==> src/hdl/vec_issue_pkg.sv <==
//////////////////////////////////////////////////
// Shared widths, opcodes and state encodings of the issue front end
// The FIFO depth is fixed here and is not a module parameter
//////////////////////////////////////////////////

`default_nettype none

package vec_issue_pkg;

  //////////////////////////////////////////////////
  // Widths
  //////////////////////////////////////////////////

  localparam int unsigned InstrWidth   = 32;
  localparam int unsigned XlenWidth    = 64;
  localparam int unsigned FifoDepth    = 4;
  localparam int unsigned FifoPtrWidth = $clog2(FifoDepth);

  // Instruction fields used by the decoder
  localparam int unsigned OpcodeWidth  = 7;
  localparam int unsigned VwidthWidth  = 3;
  localparam int unsigned VwidthLsb    = 12;

  typedef logic [InstrWidth-1:0] instr_t;
  typedef logic [XlenWidth-1:0]  xlen_t;

  //////////////////////////////////////////////////
  // Encodings
  //////////////////////////////////////////////////

  // Major opcodes the coprocessor cares about
  typedef enum logic [OpcodeWidth-1:0] {
    OPC_LOAD_FP  = 7'h07,
    OPC_STORE_FP = 7'h27,
    OPC_OP_V     = 7'h57
  } opcode_e;

  // Vector element widths of the memory width field
  // Scalar FP widths 1 to 4 are left out on purpose
  typedef enum logic [VwidthWidth-1:0] {
    VW_E8  = 3'd0,
    VW_E16 = 3'd5,
    VW_E32 = 3'd6,
    VW_E64 = 3'd7
  } vwidth_e;

  // Dispatch register state
  typedef enum logic {
    DISP_EMPTY = 1'b0,
    DISP_VALID = 1'b1
  } disp_state_e;

endpackage : vec_issue_pkg

`default_nettype wire

==> src/hdl/vec_instr_fifo.sv <==
//////////////////////////////////////////////////
// Circular instruction FIFO, depth from the package
// Push into a full FIFO and pop from an empty one are ignored
//////////////////////////////////////////////////

`timescale 1ns/1ps
`default_nettype none

module vec_instr_fifo (
  input  logic                  clk_i,
  input  logic                  rst_ni,
  input  logic                  flush_i,
  input  logic                  push_i,
  input  vec_issue_pkg::instr_t data_i,
  input  logic                  pop_i,
  output vec_issue_pkg::instr_t data_o,
  output logic                  full_o,
  output logic                  empty_o
);

  import vec_issue_pkg::*;

  localparam logic [FifoPtrWidth-1:0] LastIdx = FifoPtrWidth'(FifoDepth - 1);
  localparam logic [FifoPtrWidth:0]   MaxCnt  = (FifoPtrWidth + 1)'(FifoDepth);

  instr_t                  mem_q [FifoDepth];
  logic [FifoPtrWidth-1:0] wr_ptr_q, wr_ptr_d;
  logic [FifoPtrWidth-1:0] rd_ptr_q, rd_ptr_d;
  logic [FifoPtrWidth:0]   cnt_q, cnt_d;
  logic                    do_push;
  logic                    do_pop;

  assign full_o  = (cnt_q == MaxCnt);
  assign empty_o = (cnt_q == '0);
  assign data_o  = mem_q[rd_ptr_q];

  assign do_push = push_i && !full_o;
  assign do_pop  = pop_i && !empty_o;

  //////////////////////////////////////////////////
  // Pointer and count update
  //////////////////////////////////////////////////

  always_comb begin
    wr_ptr_d = wr_ptr_q;
    rd_ptr_d = rd_ptr_q;
    cnt_d    = cnt_q;

    if (do_push) begin
      wr_ptr_d = (wr_ptr_q == LastIdx) ? '0 : wr_ptr_q + 1'b1;
    end
    if (do_pop) begin
      rd_ptr_d = (rd_ptr_q == LastIdx) ? '0 : rd_ptr_q + 1'b1;
    end

    // Simultaneous push and pop keep the count
    if (do_push && !do_pop) begin
      cnt_d = cnt_q + 1'b1;
    end else if (do_pop && !do_push) begin
      cnt_d = cnt_q - 1'b1;
    end

    // Flush wins over everything
    if (flush_i) begin
      wr_ptr_d = '0;
      rd_ptr_d = '0;
      cnt_d    = '0;
    end
  end

  always_ff @(posedge clk_i or negedge rst_ni) begin
    if (!rst_ni) begin
      wr_ptr_q <= '0;
      rd_ptr_q <= '0;
      cnt_q    <= '0;
    end else begin
      wr_ptr_q <= wr_ptr_d;
      rd_ptr_q <= rd_ptr_d;
      cnt_q    <= cnt_d;
    end
  end

  // Storage
  always_ff @(posedge clk_i) begin
    if (do_push) begin
      mem_q[wr_ptr_q] <= data_i;
    end
  end

endmodule : vec_instr_fifo

`default_nettype wire

==> src/hdl/vec_issue_frontend.sv <==
//////////////////////////////////////////////////
// Issue front end of the vector coprocessor
// Issue to register ready takes two cycles on an empty FIFO
//////////////////////////////////////////////////

`timescale 1ns/1ps
`default_nettype none

module vec_issue_frontend (
  input  logic                  clk_i,
  input  logic                  rst_ni,
  // Issue side
  input  logic                  issue_valid_i,
  input  vec_issue_pkg::instr_t issue_instr_i,
  output logic                  issue_ready_o,
  output logic                  issue_accept_o,
  // Register side
  input  logic                  register_valid_i,
  input  vec_issue_pkg::xlen_t  rs1_i,
  input  vec_issue_pkg::xlen_t  rs2_i,
  output logic                  register_ready_o,
  // Dispatch side
  output logic                  dispatch_valid_o,
  output vec_issue_pkg::instr_t dispatch_instr_o,
  output vec_issue_pkg::xlen_t  dispatch_rs1_o,
  output vec_issue_pkg::xlen_t  dispatch_rs2_o,
  // Flush control
  input  logic                  flush_i,
  input  logic                  flush_unissued_i
);

  import vec_issue_pkg::*;

  logic   accept;
  instr_t head_instr;
  logic   fifo_nonempty;
  logic   pop;

  //////////////////////////////////////////////////
  // Decode
  //////////////////////////////////////////////////

  vec_lw_decoder i_decoder (
    .instr_i  (issue_instr_i),
    .accept_o (accept       )
  );

  assign issue_accept_o = accept;

  //////////////////////////////////////////////////
  // Pre-buffer and FIFO
  //////////////////////////////////////////////////

  vec_issue_queue i_queue (
    .clk_i            (clk_i           ),
    .rst_ni           (rst_ni          ),
    .issue_valid_i    (issue_valid_i   ),
    .issue_instr_i    (issue_instr_i   ),
    .accept_i         (accept          ),
    .flush_i          (flush_i         ),
    .flush_unissued_i (flush_unissued_i),
    .pop_i            (pop             ),
    .issue_ready_o    (issue_ready_o   ),
    .head_instr_o     (head_instr      ),
    .nonempty_o       (fifo_nonempty   )
  );

  // Operands and dispatch
  vec_operand_stage i_operand_stage (
    .clk_i            (clk_i           ),
    .rst_ni           (rst_ni          ),
    .register_valid_i (register_valid_i),
    .rs1_i            (rs1_i           ),
    .rs2_i            (rs2_i           ),
    .head_instr_i     (head_instr      ),
    .nonempty_i       (fifo_nonempty   ),
    .register_ready_o (register_ready_o),
    .pop_o            (pop             ),
    .dispatch_valid_o (dispatch_valid_o),
    .dispatch_instr_o (dispatch_instr_o),
    .dispatch_rs1_o   (dispatch_rs1_o  ),
    .dispatch_rs2_o   (dispatch_rs2_o  )
  );

endmodule : vec_issue_frontend

`default_nettype wire

==> src/hdl/vec_issue_queue.sv <==
//////////////////////////////////////////////////
// One-entry pre-buffer in front of the instruction FIFO
// Flush-unissued also drops an instruction taken in the same cycle
//////////////////////////////////////////////////

`timescale 1ns/1ps
`default_nettype none

module vec_issue_queue (
  input  logic                  clk_i,
  input  logic                  rst_ni,
  input  logic                  issue_valid_i,
  input  vec_issue_pkg::instr_t issue_instr_i,
  input  logic                  accept_i,
  input  logic                  flush_i,
  input  logic                  flush_unissued_i,
  input  logic                  pop_i,
  output logic                  issue_ready_o,
  output vec_issue_pkg::instr_t head_instr_o,
  output logic                  nonempty_o
);

  import vec_issue_pkg::*;

  instr_t pre_instr_q;
  logic   pre_full_q, pre_full_d;
  logic   new_instr;
  logic   push;
  logic   fifo_full;
  logic   fifo_empty;

  // No new instruction while the FIFO is full or being flushed
  assign issue_ready_o = issue_valid_i && !fifo_full && !flush_i;
  assign new_instr     = issue_valid_i && issue_ready_o && accept_i;

  //////////////////////////////////////////////////
  // Pre-buffer control
  //////////////////////////////////////////////////

  always_comb begin
    push       = 1'b0;
    pre_full_d = pre_full_q;

    // Drain into the FIFO when there is room
    if (pre_full_q && !fifo_full) begin
      push       = 1'b1;
      pre_full_d = 1'b0;
    end

    // Refill on the same edge
    if (new_instr) begin
      pre_full_d = 1'b1;
    end

    if (flush_unissued_i || flush_i) begin
      push       = 1'b0;
      pre_full_d = 1'b0;
    end
  end

  always_ff @(posedge clk_i or negedge rst_ni) begin
    if (!rst_ni) begin
      pre_full_q <= 1'b0;
    end else begin
      pre_full_q <= pre_full_d;
    end
  end

  always_ff @(posedge clk_i) begin
    if (new_instr) begin
      pre_instr_q <= issue_instr_i;
    end
  end

  vec_instr_fifo i_fifo (
    .clk_i   (clk_i       ),
    .rst_ni  (rst_ni      ),
    .flush_i (flush_i     ),
    .push_i  (push        ),
    .data_i  (pre_instr_q ),
    .pop_i   (pop_i       ),
    .data_o  (head_instr_o),
    .full_o  (fifo_full   ),
    .empty_o (fifo_empty  )
  );

  assign nonempty_o = !fifo_empty;

endmodule : vec_issue_queue

`default_nettype wire

==> src/hdl/vec_lw_decoder.sv <==
//////////////////////////////////////////////////
// Light-weight accept/reject decode, purely combinational
// Only opcode and width field are inspected
//////////////////////////////////////////////////

`timescale 1ns/1ps
`default_nettype none

module vec_lw_decoder (
  input  vec_issue_pkg::instr_t instr_i,
  output logic                  accept_o
);

  import vec_issue_pkg::*;

  //////////////////////////////////////////////////
  // Field extraction
  //////////////////////////////////////////////////

  opcode_e opcode;
  vwidth_e vwidth;
  logic    vec_width;

  // Major opcode sits in the low bits
  assign opcode = opcode_e'(instr_i[OpcodeWidth-1:0]);

  // Width field of loads and stores
  assign vwidth = vwidth_e'(instr_i[VwidthLsb +: VwidthWidth]);

  //////////////////////////////////////////////////
  // Width check
  //////////////////////////////////////////////////

  always_comb begin
    vec_width = 1'b0;
    case (vwidth)
      VW_E8,
      VW_E16,
      VW_E32,
      VW_E64: begin
        vec_width = 1'b1;
      end
      default: begin
        // Scalar FP load/store, belongs to the core
        vec_width = 1'b0;
      end
    endcase
  end

  //////////////////////////////////////////////////
  // Verdict
  //////////////////////////////////////////////////

  always_comb begin
    accept_o = 1'b0;
    case (opcode)
      OPC_OP_V: begin
        accept_o = 1'b1;
      end
      OPC_LOAD_FP,
      OPC_STORE_FP: begin
        accept_o = vec_width;
      end
      default: begin
        accept_o = 1'b0;
      end
    endcase
  end

endmodule : vec_lw_decoder

`default_nettype wire

==> src/hdl/vec_operand_stage.sv <==
//////////////////////////////////////////////////
// Pairs the FIFO head with core operands for dispatch
// Dispatch has no back-pressure, valid lasts one cycle
//////////////////////////////////////////////////

`timescale 1ns/1ps
`default_nettype none

module vec_operand_stage (
  input  logic                  clk_i,
  input  logic                  rst_ni,
  input  logic                  register_valid_i,
  input  vec_issue_pkg::xlen_t  rs1_i,
  input  vec_issue_pkg::xlen_t  rs2_i,
  input  vec_issue_pkg::instr_t head_instr_i,
  input  logic                  nonempty_i,
  output logic                  register_ready_o,
  output logic                  pop_o,
  output logic                  dispatch_valid_o,
  output vec_issue_pkg::instr_t dispatch_instr_o,
  output vec_issue_pkg::xlen_t  dispatch_rs1_o,
  output vec_issue_pkg::xlen_t  dispatch_rs2_o
);

  import vec_issue_pkg::*;

  disp_state_e state_q, state_d;
  instr_t      instr_q;
  xlen_t       rs1_q;
  xlen_t       rs2_q;

  // Operands are wanted as long as something is queued
  assign register_ready_o = nonempty_i;
  assign pop_o            = register_valid_i && register_ready_o;

  // One-cycle strobe per pop
  assign state_d = pop_o ? DISP_VALID : DISP_EMPTY;

  always_ff @(posedge clk_i or negedge rst_ni) begin
    if (!rst_ni) begin
      state_q <= DISP_EMPTY;
    end else begin
      state_q <= state_d;
    end
  end

  // Capture instruction with its operands
  always_ff @(posedge clk_i) begin
    if (pop_o) begin
      instr_q <= head_instr_i;
      rs1_q   <= rs1_i;
      rs2_q   <= rs2_i;
    end
  end

  assign dispatch_valid_o = (state_q == DISP_VALID);
  assign dispatch_instr_o = instr_q;
  assign dispatch_rs1_o   = rs1_q;
  assign dispatch_rs2_o   = rs2_q;

endmodule : vec_operand_stage

`default_nettype wire

==> config.mk <==
export PLATFORM = sky130hd
export DESIGN_NAME = vec_issue_frontend
export DESIGN_NICKNAME = d
export VERILOG_FILES = /design/src/hdl/vec_issue_pkg.sv /design/src/hdl/vec_instr_fifo.sv /design/src/hdl/vec_issue_frontend.sv /design/src/hdl/vec_issue_queue.sv /design/src/hdl/vec_lw_decoder.sv /design/src/hdl/vec_operand_stage.sv
export SDC_FILE = /design/constraint.sdc
export NUM_CORES = 1
export LEC_CHECK = 0
export ABC_AREA = 1
export BUFFER_PORTS_ARGS = -buffer_cell sky130_fd_sc_hd__buf_4
export CAP_MARGIN = 20
export CORE_MARGIN = 2
export CORE_UTILIZATION = 25
export DETAILED_ROUTE_END_ITERATION = 12
export PLACE_DENSITY = 0.43
export SETUP_SLACK_MARGIN = 0.3
export SLEW_MARGIN = 20
export SYNTH_ARGS = -nofsm -noshare
export SYNTH_HDL_FRONTEND = slang
export SYNTH_SLANG_ARGS = --single-unit
export TNS_END_PERCENT = 10
==> constraint.sdc <==
create_clock -name clk_i -period 4.81 [get_ports clk_i]
set_input_delay 0 -clock clk_i [delete_from_list [all_inputs] [get_ports clk_i]]
set_output_delay 0 -clock clk_i [all_outputs]
set_load 0.005 [all_outputs]
---- Word level (Yosys, flattened, before mapping) ----
Memories as Yosys holds them, arrays and structs flattened. A register that Yosys moved wholly into a read port is not among the register bits.
Index checks and enable logic that the tools add are counted.
word-level totals
  bits in registers ....................... 169
  RAM bits ................................ 128
  bits of input ports ..................... 166
  output and inout port bits .............. 164
  logic and storage cells ................. 65
  memories ................................ 1
operators by class
  add/subtract/negate cells ............... 4
  eq/ne operators ......................... 9
  multiplexer cells ....................... 19
  reduce and logical (&&, ||, !) cells .... 24
memory list
  name                  words  bits a word  rd ports  clocked after memory_dff  wr ports  RTL line              text
  i_queue.i_fifo.mem_q  4      32           1         1                         1         vec_instr_fifo.sv:26  instr_t mem_q [FifoDepth];
operators by type and width
  cell                                                  number
  equality test 3 bit (second input constant)           4
  2-to-1 mux 2 bit                                      6
  logical AND 1 bit                                     10
  2-to-1 mux 1 bit                                      9
  2-to-1 mux 3 bit                                      3
  equality test 7 x 3 -> 1 bit (second input constant)  1
  equality test 7 x 6 -> 1 bit (second input constant)  1
  equality test 7 bit (second input constant)           1
  zero test 3 bit                                       2
  nonzero test 3 bit                                    2
  zero test 1 bit                                       5
  adder 2 x 1 -> 2 bit (second input constant)          2
  equality test 2 bit (second input constant)           2
  nonzero test 2 bit                                    2
  OR reduction 4 bit                                    1
  adder 3 x 1 -> 3 bit (second input constant)          1
  subtractor 3 x 1 -> 3 bit (second input constant)     1
  one-hot mux 1 bit (2 select lines)                    1
  OR reduction 2 bit                                    1
  logical OR 1 bit                                      1

---- Logic depth before layout (Yosys ltp) ----
Gate-level depths: netlist (run 1).
  depth after elaboration ................. 11
  mapped depth ............................ 12
  gate-level depth less buffers ........... 12

---- Modules after synthesis ----
From an unflattened synthesis (run 1), not the netlist that was laid out.
second synthesis, totals
  cell total of the unflattened synthesis .. 607
  area total of the unflattened synthesis .. 11267.1 µm²
modules (own cells, without submodules)
  module             times used  cells an instance  area an instance (µm²)  seq. area each (µm²)
  vec_instr_fifo     1           378                5295.1                  4018.9
  vec_operand_stage  1           164                4844.6                  4829.6
  vec_issue_queue    1           45                 1047.3                  985.9
  vec_lw_decoder     1           20                 80.1                    0.0

---- Worst setup path after synthesis (run 1) ----
OpenSTA, ideal clock, no wires.
  kind .................................... register to register
  start ................................... reg i_queue.i_fifo.cnt_q[0]
  end ..................................... reg i_queue.i_fifo.cnt_q[2]
  setup time .............................. 116 ps
  arrival ................................. 4172 ps
  data required time ...................... 4694 ps
  path slack .............................. 522 ps
  cell stages (with the launch flop) ...... 11
  buffers on the path ..................... 0
  clock period less this slack ............ 4288 ps
  cell sequence ........................... dfrtp_1 > nor2_2 > a21boi_4 > nor2_2 > fa_1 > xnor2_1 > inv_1 > nand2_1 > nand2_1 > nand2_1 > nand2_1
between the ends
  elaborated cells between the ends (all ways) .. 20
  classes of those cells .................. add/sub (2); eq/ne (1); mux (5); reduce/logical (12)
RTL lines
  what                       RTL line                 text
  start: declaration         vec_instr_fifo.sv:29     logic [FifoPtrWidth:0] cnt_q, cnt_d;
  start signal: assignment   vec_instr_fifo.sv:79     cnt_q <= cnt_d;
  zero test 3 bit (*)        vec_instr_fifo.sv:34     assign empty_o = (cnt_q == '0);
  zero test 1 bit (*)        vec_issue_queue.sv:87    assign nonempty_o = !fifo_empty;
  logical AND 1 bit (*)      vec_operand_stage.sv:34  assign pop_o = register_valid_i && register_ready_o;
  net i_operand_stage.pop_o  vec_operand_stage.sv:18  output logic pop_o,
  logical AND 1 bit (*)      vec_instr_fifo.sv:38     assign do_pop = pop_i && !empty_o;
  zero test 1 bit            vec_instr_fifo.sv:57     if (do_push && !do_pop) begin
  logical AND 1 bit          vec_instr_fifo.sv:57
  2-to-1 mux 3 bit           vec_instr_fifo.sv:57
  2-to-1 mux 3 bit           vec_instr_fifo.sv:64     if (flush_i) begin
Mark *: on every way through the listed nets, which the timed path passes. The rest lies on a longest branch. The select of a mux whose other input is x is not followed.
A chain may end at the register's enable or synchronous reset.

---- Worst setup path in the final report (run 1) ----
  start ................................... reg i_queue.i_fifo.cnt_q[0]
  end ..................................... reg i_queue.i_fifo.cnt_q[0]
between the ends
  word-level cells in the longest chain between the ends .. 9
  elaborated cells between the ends (all ways) .. 20
  classes of those cells .................. add/sub (2); eq/ne (1); mux (5); reduce/logical (12)
ends and longest elaborated chain
  what                                                    RTL line                                     text
  equality test 3 bit                                     vec_instr_fifo.sv:33                         assign full_o = (cnt_q == MaxCnt);
  zero test 1 bit                                         vec_instr_fifo.sv:37, vec_issue_queue.sv:45
  logical AND 1 bit                                       vec_issue_queue.sv:45                        if (pre_full_q && !fifo_full) begin
  2-to-1 mux 1 bit                                        vec_issue_queue.sv:45
  2-to-1 mux 1 bit                                        vec_issue_queue.sv:55                        if (flush_unissued_i || flush_i) begin
  logical AND 1 bit                                       vec_instr_fifo.sv:37                         assign do_push = push_i && !full_o;
  logical AND 1 bit or zero test 1 bit (tied branches)    vec_instr_fifo.sv:57, vec_instr_fifo.sv:59
  2-to-1 mux 3 bit or logical AND 1 bit (tied branches)   vec_instr_fifo.sv:57, vec_instr_fifo.sv:59
  2-to-1 mux 3 bit or nonzero test 3 bit (tied branches)  n/a
Several ways; a longest one is shown, not always the timed one. The select of a mux whose other input is x is not followed.

==> results of run 1 <==
metrics by stage:
step                hold WS, ns  util, %  std cells  power (mW)  area, um^2
finish                   0.1801    39.39       1736       8.354       17380
global route             0.1539    39.39       1736       8.755       17380
CTS                      0.1373    39.38       1734       8.515       17380
detailed placement      -0.1619    32.68       1497       5.394       14420
global placement        -0.1615    32.63       1496       5.403       14400
floorplan               -0.2956        -        587       4.475       11160
power groups by stage:
| stage | Combinational, mW | Clock (mW) | Sequential, mW |
|---|---|---|---|
| final | 1.61 | 2.94 | 3.81 |
| after global routing | 1.77 | 3.15 | 3.84 |
| after CTS | 1.66 | 3.05 | 3.81 |
| after detailed placement | 1.53 | 0 | 3.87 |
| after global placement | 1.54 | 0 | 3.86 |
| after floorplan | 0.560 | 0 | 3.91 |
layer usage:
| metal | GRT usage [%] | wire [um] | part of all wire (%) | up-vias |
|---|---|---|---|---|
| met5 | 0 | 0 | 0 | - |
| met4 | 3.931 | 658 | 2.0 | 0 |
| met3 | 4.586 | 2498 | 7.7 | 44 |
| met2 | 24.92 | 16770 | 52 | 272 |
| met1 | 15.64 | 12620 | 39 | 3433 |
| li1 | - | - | - | 3303 |
worst max-delay path, cell delays in order (launching register included):
cell           delay, ns
dfrtp_1             0.40
nor2_2              0.23
nand2_1             0.11
nand2_1             0.13
nand3_2             0.07
dlygate4sd3_1       0.63
nand2_4             0.09
nor2_2              0.05
nand2_1             0.05
nand2_1             0.04
dlygate4sd3_1       0.54
cells in the mapped netlist:
library cell,number,area [um^2]
a21boi_0,1,7.510
a21boi_4,1,18.77
a21oi_1,1,5.000
a22oi_1,1,7.510
buf_1,2,7.510
buf_2,6,30.03
buf_4,1,7.510
clkbuf_1,11,41.29
dfrtp_1,9,225.2
edfxtp_1,320,9609
fa_1,1,20.02
ha_1,5,62.56
inv_1,12,45.04
inv_2,3,11.26
nand2_1,21,78.83
nand2_2,1,6.260
nand2_4,4,45.04
nand3_1,3,15.01
nand3_2,1,10.01
nand3b_1,3,22.52
nand4_1,1,6.260
nor2_1,71,266.5
nor2_2,3,18.77
nor2_8,1,20.02
nor3_1,1,5.000
o21ai_0,45,225.2
o21ai_1,22,110.1
o22ai_1,32,200.2
or2_2,2,12.51
xnor2_1,1,8.760
xor2_1,1,8.760
cells by family after synthesis:
family,synth area share [%]
adder cells (fa/ha/maj),0.7401
flip-flops,88.14
AND/OR/NAND/NOR,4.541
buffers and inverters,1.278
XOR/XNOR,0.1570
AO/OA/AOI/OAI,5.147
registers in the layout, indices dropped and copies added, names as in the netlist:
name,flops
i_operand_stage.dispatch_instr_o,32
i_operand_stage.dispatch_rs1_o,64
i_operand_stage.dispatch_rs2_o,64
i_operand_stage.dispatch_valid_o,1
i_queue.i_fifo.cnt_q,3
i_queue.i_fifo.mem_q,128
i_queue.i_fifo.rd_ptr_q,2
i_queue.i_fifo.wr_ptr_q,2
i_queue.pre_full_q,1
i_queue.pre_instr_q,32
cell type report:
class | instances | area (um^2)
fill | 4165 | 26740
sequential | 329 | 9836
timing repair buffer | 506 | 4244
multi-input combinational | 223 | 1222
clock buffer | 48 | 1052
tap | 592 | 740.7
clock inverter | 21 | 224.0
inverter | 15 | 58.81
antenna | 2 | 5.005
how the worst min path moves through the flow:
stage | end | cells past startpoint | slack (ns) | start
floorplan | i_operand_stage.dispatch_valid_o$_DFF_PN0_ | 0 | -0.30 | rst_ni
detailed placement | i_queue.i_fifo.cnt_q[1]$_DFFE_PN0P_ | 1 | -0.16 | rst_ni
finish | i_queue.pre_instr_q[26]$_DFFE_PP_ | 2 | 0.18 | issue_instr_i[26]
CTS | i_operand_stage.dispatch_rs1_o[29]$_DFFE_PP_ | 2 | 0.14 | rs1_i[29]
global route | i_operand_stage.dispatch_rs1_o[53]$_DFFE_PP_ | 2 | 0.15 | rs1_i[53]
global placement | i_queue.i_fifo.cnt_q[0]$_DFFE_PN0P_ | 1 | -0.16 | rst_ni
layout by cell type, fill, tap and decap left out:
cell type,synthesis,final
dfrtp_1,9,8
buf_12,0,2
a21oi_1,1,1
edfxtp_1,320,320
nor3_1,1,1
xor2_1,1,1
xnor2_1,1,1
inv_4,0,1
nor2_4,0,4
nor2_2,3,3
diode_2,0,2
nand3_1,3,3
inv_2,3,2
dfrtp_2,0,1
nor2_1,71,67
clkbuf_1,11,7
clkinv_1,0,8
a21boi_4,1,2
bufinv_16,0,5
ha_1,5,5
clkinv_2,0,7
nand2_1,21,21
buf_4,1,336
a22oi_1,1,1
nor2_8,1,1
o21ai_1,22,22
fa_1,1,1
or2_2,2,2
o22ai_1,32,32
o21ai_0,45,45
inv_1,12,12
nand3_2,1,1
dlygate4sd3_1,0,168
nand2_2,1,1
clkinv_4,0,1
nand3b_1,3,3
clkbuf_16,0,41
nand4_1,1,1
nand2_4,4,4
==> out/qor.csv, run 1 <==
metric,value,unit
status,"finished, final reports clean",
gp_congestion,0.7969,
ios,330,
crit_fanout,3,
p_clk_share,35.2,%
worstPathRequired,5.23,ns
skew,0.01190,ns
worstReg2RegEnd,i_queue.i_fifo.cnt_q[0]$_DFFE_PN0P_,
critPathKind,reg2reg,
pwr-share-seq,45.6,%
r2r_start,i_queue.i_fifo.cnt_q[0]$_DFFE_PN0P_,
grt_pass1_vias,7094,
worstSkewPairLatency,0.54,ns
cts.hold.buffers_added,168,
synth.net_count,759,
arrival,2.89,ns
comb_power_share,19.2,%
overflow,0,
drive_gt1_share,36.25,%
finalNetCount,1286,
finalHoldViolations,0,
preCtsSetupSlack,2.801,ns
dpl.hpwl,20950,um
timing.final.crit_share,51.39,%
fmax,404.6,MHz
initial_core_util,25.29,%
cts_buffers,39,
seq_area_frac_synth,88.14,%
ys_seq_elements,329,
grt_pass1_wl,47190,um
postCtsSetupRepairBufs,0,
p_switching,2.147,mW
cp-end-kind,flip-flop,
portBuffers,329,
die-width,215.3,um
synth_warnings,0,
synth_area,11160,um^2
clock-sinks,329,
fin_crit,2.472,ns
cts_buffer_depth,3,
relSlewSlack,23.03,%
endpoint,i_queue.i_fifo.cnt_q[0]$_DFFE_PN0P_,
ctsRootBufferMaster,clkbuf_16,
path_clk_slew,0.06,ns
rows,77,
p_sw_share,25.71,%
setup_viol,0,
cts_resized,0,
hold_path.class,in2reg,
worst_slack,2.338,ns
area_growth,55.79,%
power_density,480.6,nW/um^2
coreArea,44120,um^2
cts_tree,done,
critPathLaunch,i_queue.i_fifo.cnt_q[0]$_DFFE_PN0P_,
wirelength,32550,um
ff2ff_setup_slack,2.34,ns
wire_per_inst,18.75,um
drt_pass1_iterations,4,
reg2reg_depth,10,
finalSetupTns,0,ns
die_h,215.3,um
vias,7052,
antenna_found_initial,2,
drc,0,
die_area,46340,um^2
slew_violations,0,
p_int,6.206,mW
drt_iter0_drc,445,
maxCapViolCount,0,
synth.avg_cell_area,19.01,um^2
htree_num_levels,2,
grt_use_total,13.87,%
synth_cell_types,31,
synthCells,587,
cp-start-kind,flip-flop,
grt_max_degree,164,
drtAntennaViolNets,0,
tightest_slew,1.154,ns
via_per_inst,4.062,
rsz0062_at_grt,false,
peakVddDrop,0.5123,mV
leakagePower,6.499,nW
Note: power is estimated with default switching activity, not from simulation.
==> inputs of run 2 (changes only) <==
--- a/config.mk
+++ b/config.mk
@@ -11,7 +11,7 @@
 export CORE_MARGIN = 2
 export CORE_UTILIZATION = 25
 export DETAILED_ROUTE_END_ITERATION = 12
-export PLACE_DENSITY = 0.43
+export PLACE_DENSITY = 0.44
 export SETUP_SLACK_MARGIN = 0.3
 export SLEW_MARGIN = 20
 export SYNTH_ARGS = -nofsm -noshare
==> constraint.sdc (replaced) <==
create_clock -name clk_i -period 2 [get_ports clk_i]
set_input_delay 0 -clock clk_i [delete_from_list [all_inputs] [get_ports clk_i]]
set_output_delay 0 -clock clk_i [all_outputs]
set_load 0.005 [all_outputs]
==> run 2 against run 1 <==
Against the previous run: utilization up 0.66 points; power up 140%; design area up 1.7%; sequential power up 140%; worst setup slack worse by 2.1 ns; clock power up 140%; die area unchanged; cell count up 1.2%.
==> out/qor.csv, run 2 (synthesis gave the netlist of run 1 again) <==
metric,value,unit
status,"finished, final reports clean",
arrival,1.96,ns
fin_crit,1.794,ns
grt_max_degree,60,
ff2ff_setup_slack,0.21,ns
overflow,0,
worstPathRequired,2.17,ns
die_h,215.3,um
final_cell_mix,"345 x buf_4, 320 x edfxtp_1, 166 x dlygate4sd3_1, 67 x nor2_1, 45 x o21ai_0",
setup_viol,0,
maxCapViolCount,0,
finalHoldViolations,0,
largest-register,i_queue.i_fifo.mem_q,
grt_use_total,13.89,%
clock-sinks,329,
leakagePower,6.624,nW
cp-start-kind,flip-flop,
worst_path_dominant_cell_family,simple AND/OR/NAND/NOR gates,
drc,0,
skew,0.02167,ns
wire_per_inst,18.83,um
layout.cells.non_filler,1757,
slew_violations,0,
crit_fanout,16,
regArea,9836,um^2
drive_gt1_share,37.73,%
dpl.hpwl,22100,um
vias,7121,
rows,77,
ios,330,
fmax,557.3,MHz
initial_core_util,25.29,%
total_power,20.29,mW
cts_tree,done,
critPathSlowestCell,nor2_4,
final_common_cell,buf_4,
grt_pass1_wl,47130,um
relSlewSlack,58.40,%
drt_pass1_iterations,4,
nFillCells,4175,
hold_path.class,in2reg,
tightest_slew,0.6225,ns
via_per_inst,4.053,
worstSkewPairLatency,0.54,ns
finalNetCount,1304,
drtAntennaViolNets,0,
gp_congestion,0.7828,
largest_reg_flops,128,
portBuffers,329,
path_cells,nor2_2 -> nand2_2 -> nand2_8 -> buf_12 -> buf_4 -> nor2_4,
die_area,46340,um^2
coreArea,44120,um^2
critPathMaxStageDelay,0.50,ns
wirelength,33090,um
die-width,215.3,um
area_growth,58.40,%
htree_num_levels,2,
cts_buffer_depth,3,
cts_buffers,38,
dpl.cell_count,1508,
ctsRootBufferMaster,clkbuf_16,
critPathKind,reg2reg,
timing.final.crit_share,89.71,%
holdWs,0.1865,ns
cp-end-kind,flip-flop,
worstPathBufferInverterCount,2,
grt_pass1_vias,7224,
multi_input_area,1252,um^2
path_clk_slew,0.06,ns
peakVddDrop,0.6626,mV
power_density,1148,nW/um^2
drt_iter0_drc,378,
antenna_found_initial,4,
rsz0062_at_grt,true,
-- run 2: changes by cell type in the layout (fill, tap and decap cells not counted), sizes merged --
| cell | previous run | this run |
|---|---|---|
| inv | 15 | 16 |
| diode | 2 | 4 |
| buf | 338 | 357 |
| nor2 | 75 | 76 |
| clkinvlp | 0 | 1 |
| clkinv | 16 | 14 |
| dlygate4sd3 | 168 | 166 |
| clkbuf | 48 | 49 |
-- run 2: worst paths after layout --
kind / end / from / cells after the start
max in group asynchronous: i_queue.i_fifo.rd_ptr_q[0]$_DFFE_PN0P_ / rst_ni / 3
worst max register to register: i_queue.i_fifo.mem_q[0][12]$_DFFE_PP_ / i_queue.i_fifo.cnt_q[0]$_DFFE_PN0P_ / 6
worst min-delay path: i_operand_stage.dispatch_rs1_o[30]$_DFFE_PP_ / rs1_i[30] / 2
min in group asynchronous: i_queue.i_fifo.rd_ptr_q[0]$_DFFE_PN0P_ / rst_ni / 3
worst max-delay path: i_queue.i_fifo.mem_q[0][12]$_DFFE_PP_ / i_queue.i_fifo.cnt_q[0]$_DFFE_PN0P_ / 6
worst min register to register: i_queue.i_fifo.mem_q[0][10]$_DFFE_PP_ / i_queue.pre_instr_q[10]$_DFFE_PP_ / 0
-- run 2: report_power, final --
group | leakage [nW] | internal [mW] | switching [mW] | total [mW]
registers | 3.02 | 8.80 | 0.275 | 9.08
clock network | 0.605 | 4.23 | 2.70 | 6.93
logic | 2.99 | 2.00 | 2.28 | 4.28
total | 6.62 | 15.0 | 5.26 | 20.3
-- run 2: layout make-up --
class                           instances  area share (%)
Sequential cell                       329           55.65
Tap cell                              592           4.191
Multi-Input combinational cell        224           7.086
Clock buffer                           48           5.713
Antenna cell                            4         0.05663
Clock inverter                         21           1.331
Inverter                               15          0.3186
Timing Repair Buffer                  524           25.65
-- run 2: worst reg2reg max path: cells and delay by family (launching register included) --
kind                   cells  cell delay, ns
buffers and inverters      2            0.29
AND/OR/NAND/NOR            4            0.77
flip-flops                 1            0.38
-- run 2: stage by stage --
stage / TNS (ns) / setup WS [ns] / utilization, % / instance area, um^2
5_1_grt: 0 / 0.1078 / 40.06 / 17670
3_5_place_dp: -1.204 / -0.04096 / 33.00 / 14560
2_1_floorplan: -393.44 / -2.288 / - / 11160
3_3_place_gp: -0.3890 / -0.01648 / 32.96 / 14540
6_report: 0 / 0.2057 / 40.06 / 17670
4_1_cts: -0.0006906 / -0.0006906 / 39.71 / 17520
-- run 2: repair_timing --
item | CTS | global route
endpoints found under the hold margin | 178 | 0
setup endpoints to repair | 208 | 251
gates cloned | 1 | 1
gates resized for setup | 10 | 0
pin swaps | 5 | 4
hold buffers | 166 | 0
setup buffers | 0 | 6
-- run 2: metal layers --
metal	vias to the layer above	GRT usage [%]	share of wire, %
met5	-	0	0
met4	0	5.540	2.6
met3	46	3.907	6.6
met2	252	24.20	51
met1	3474	16.11	40
li1	3349	-	-
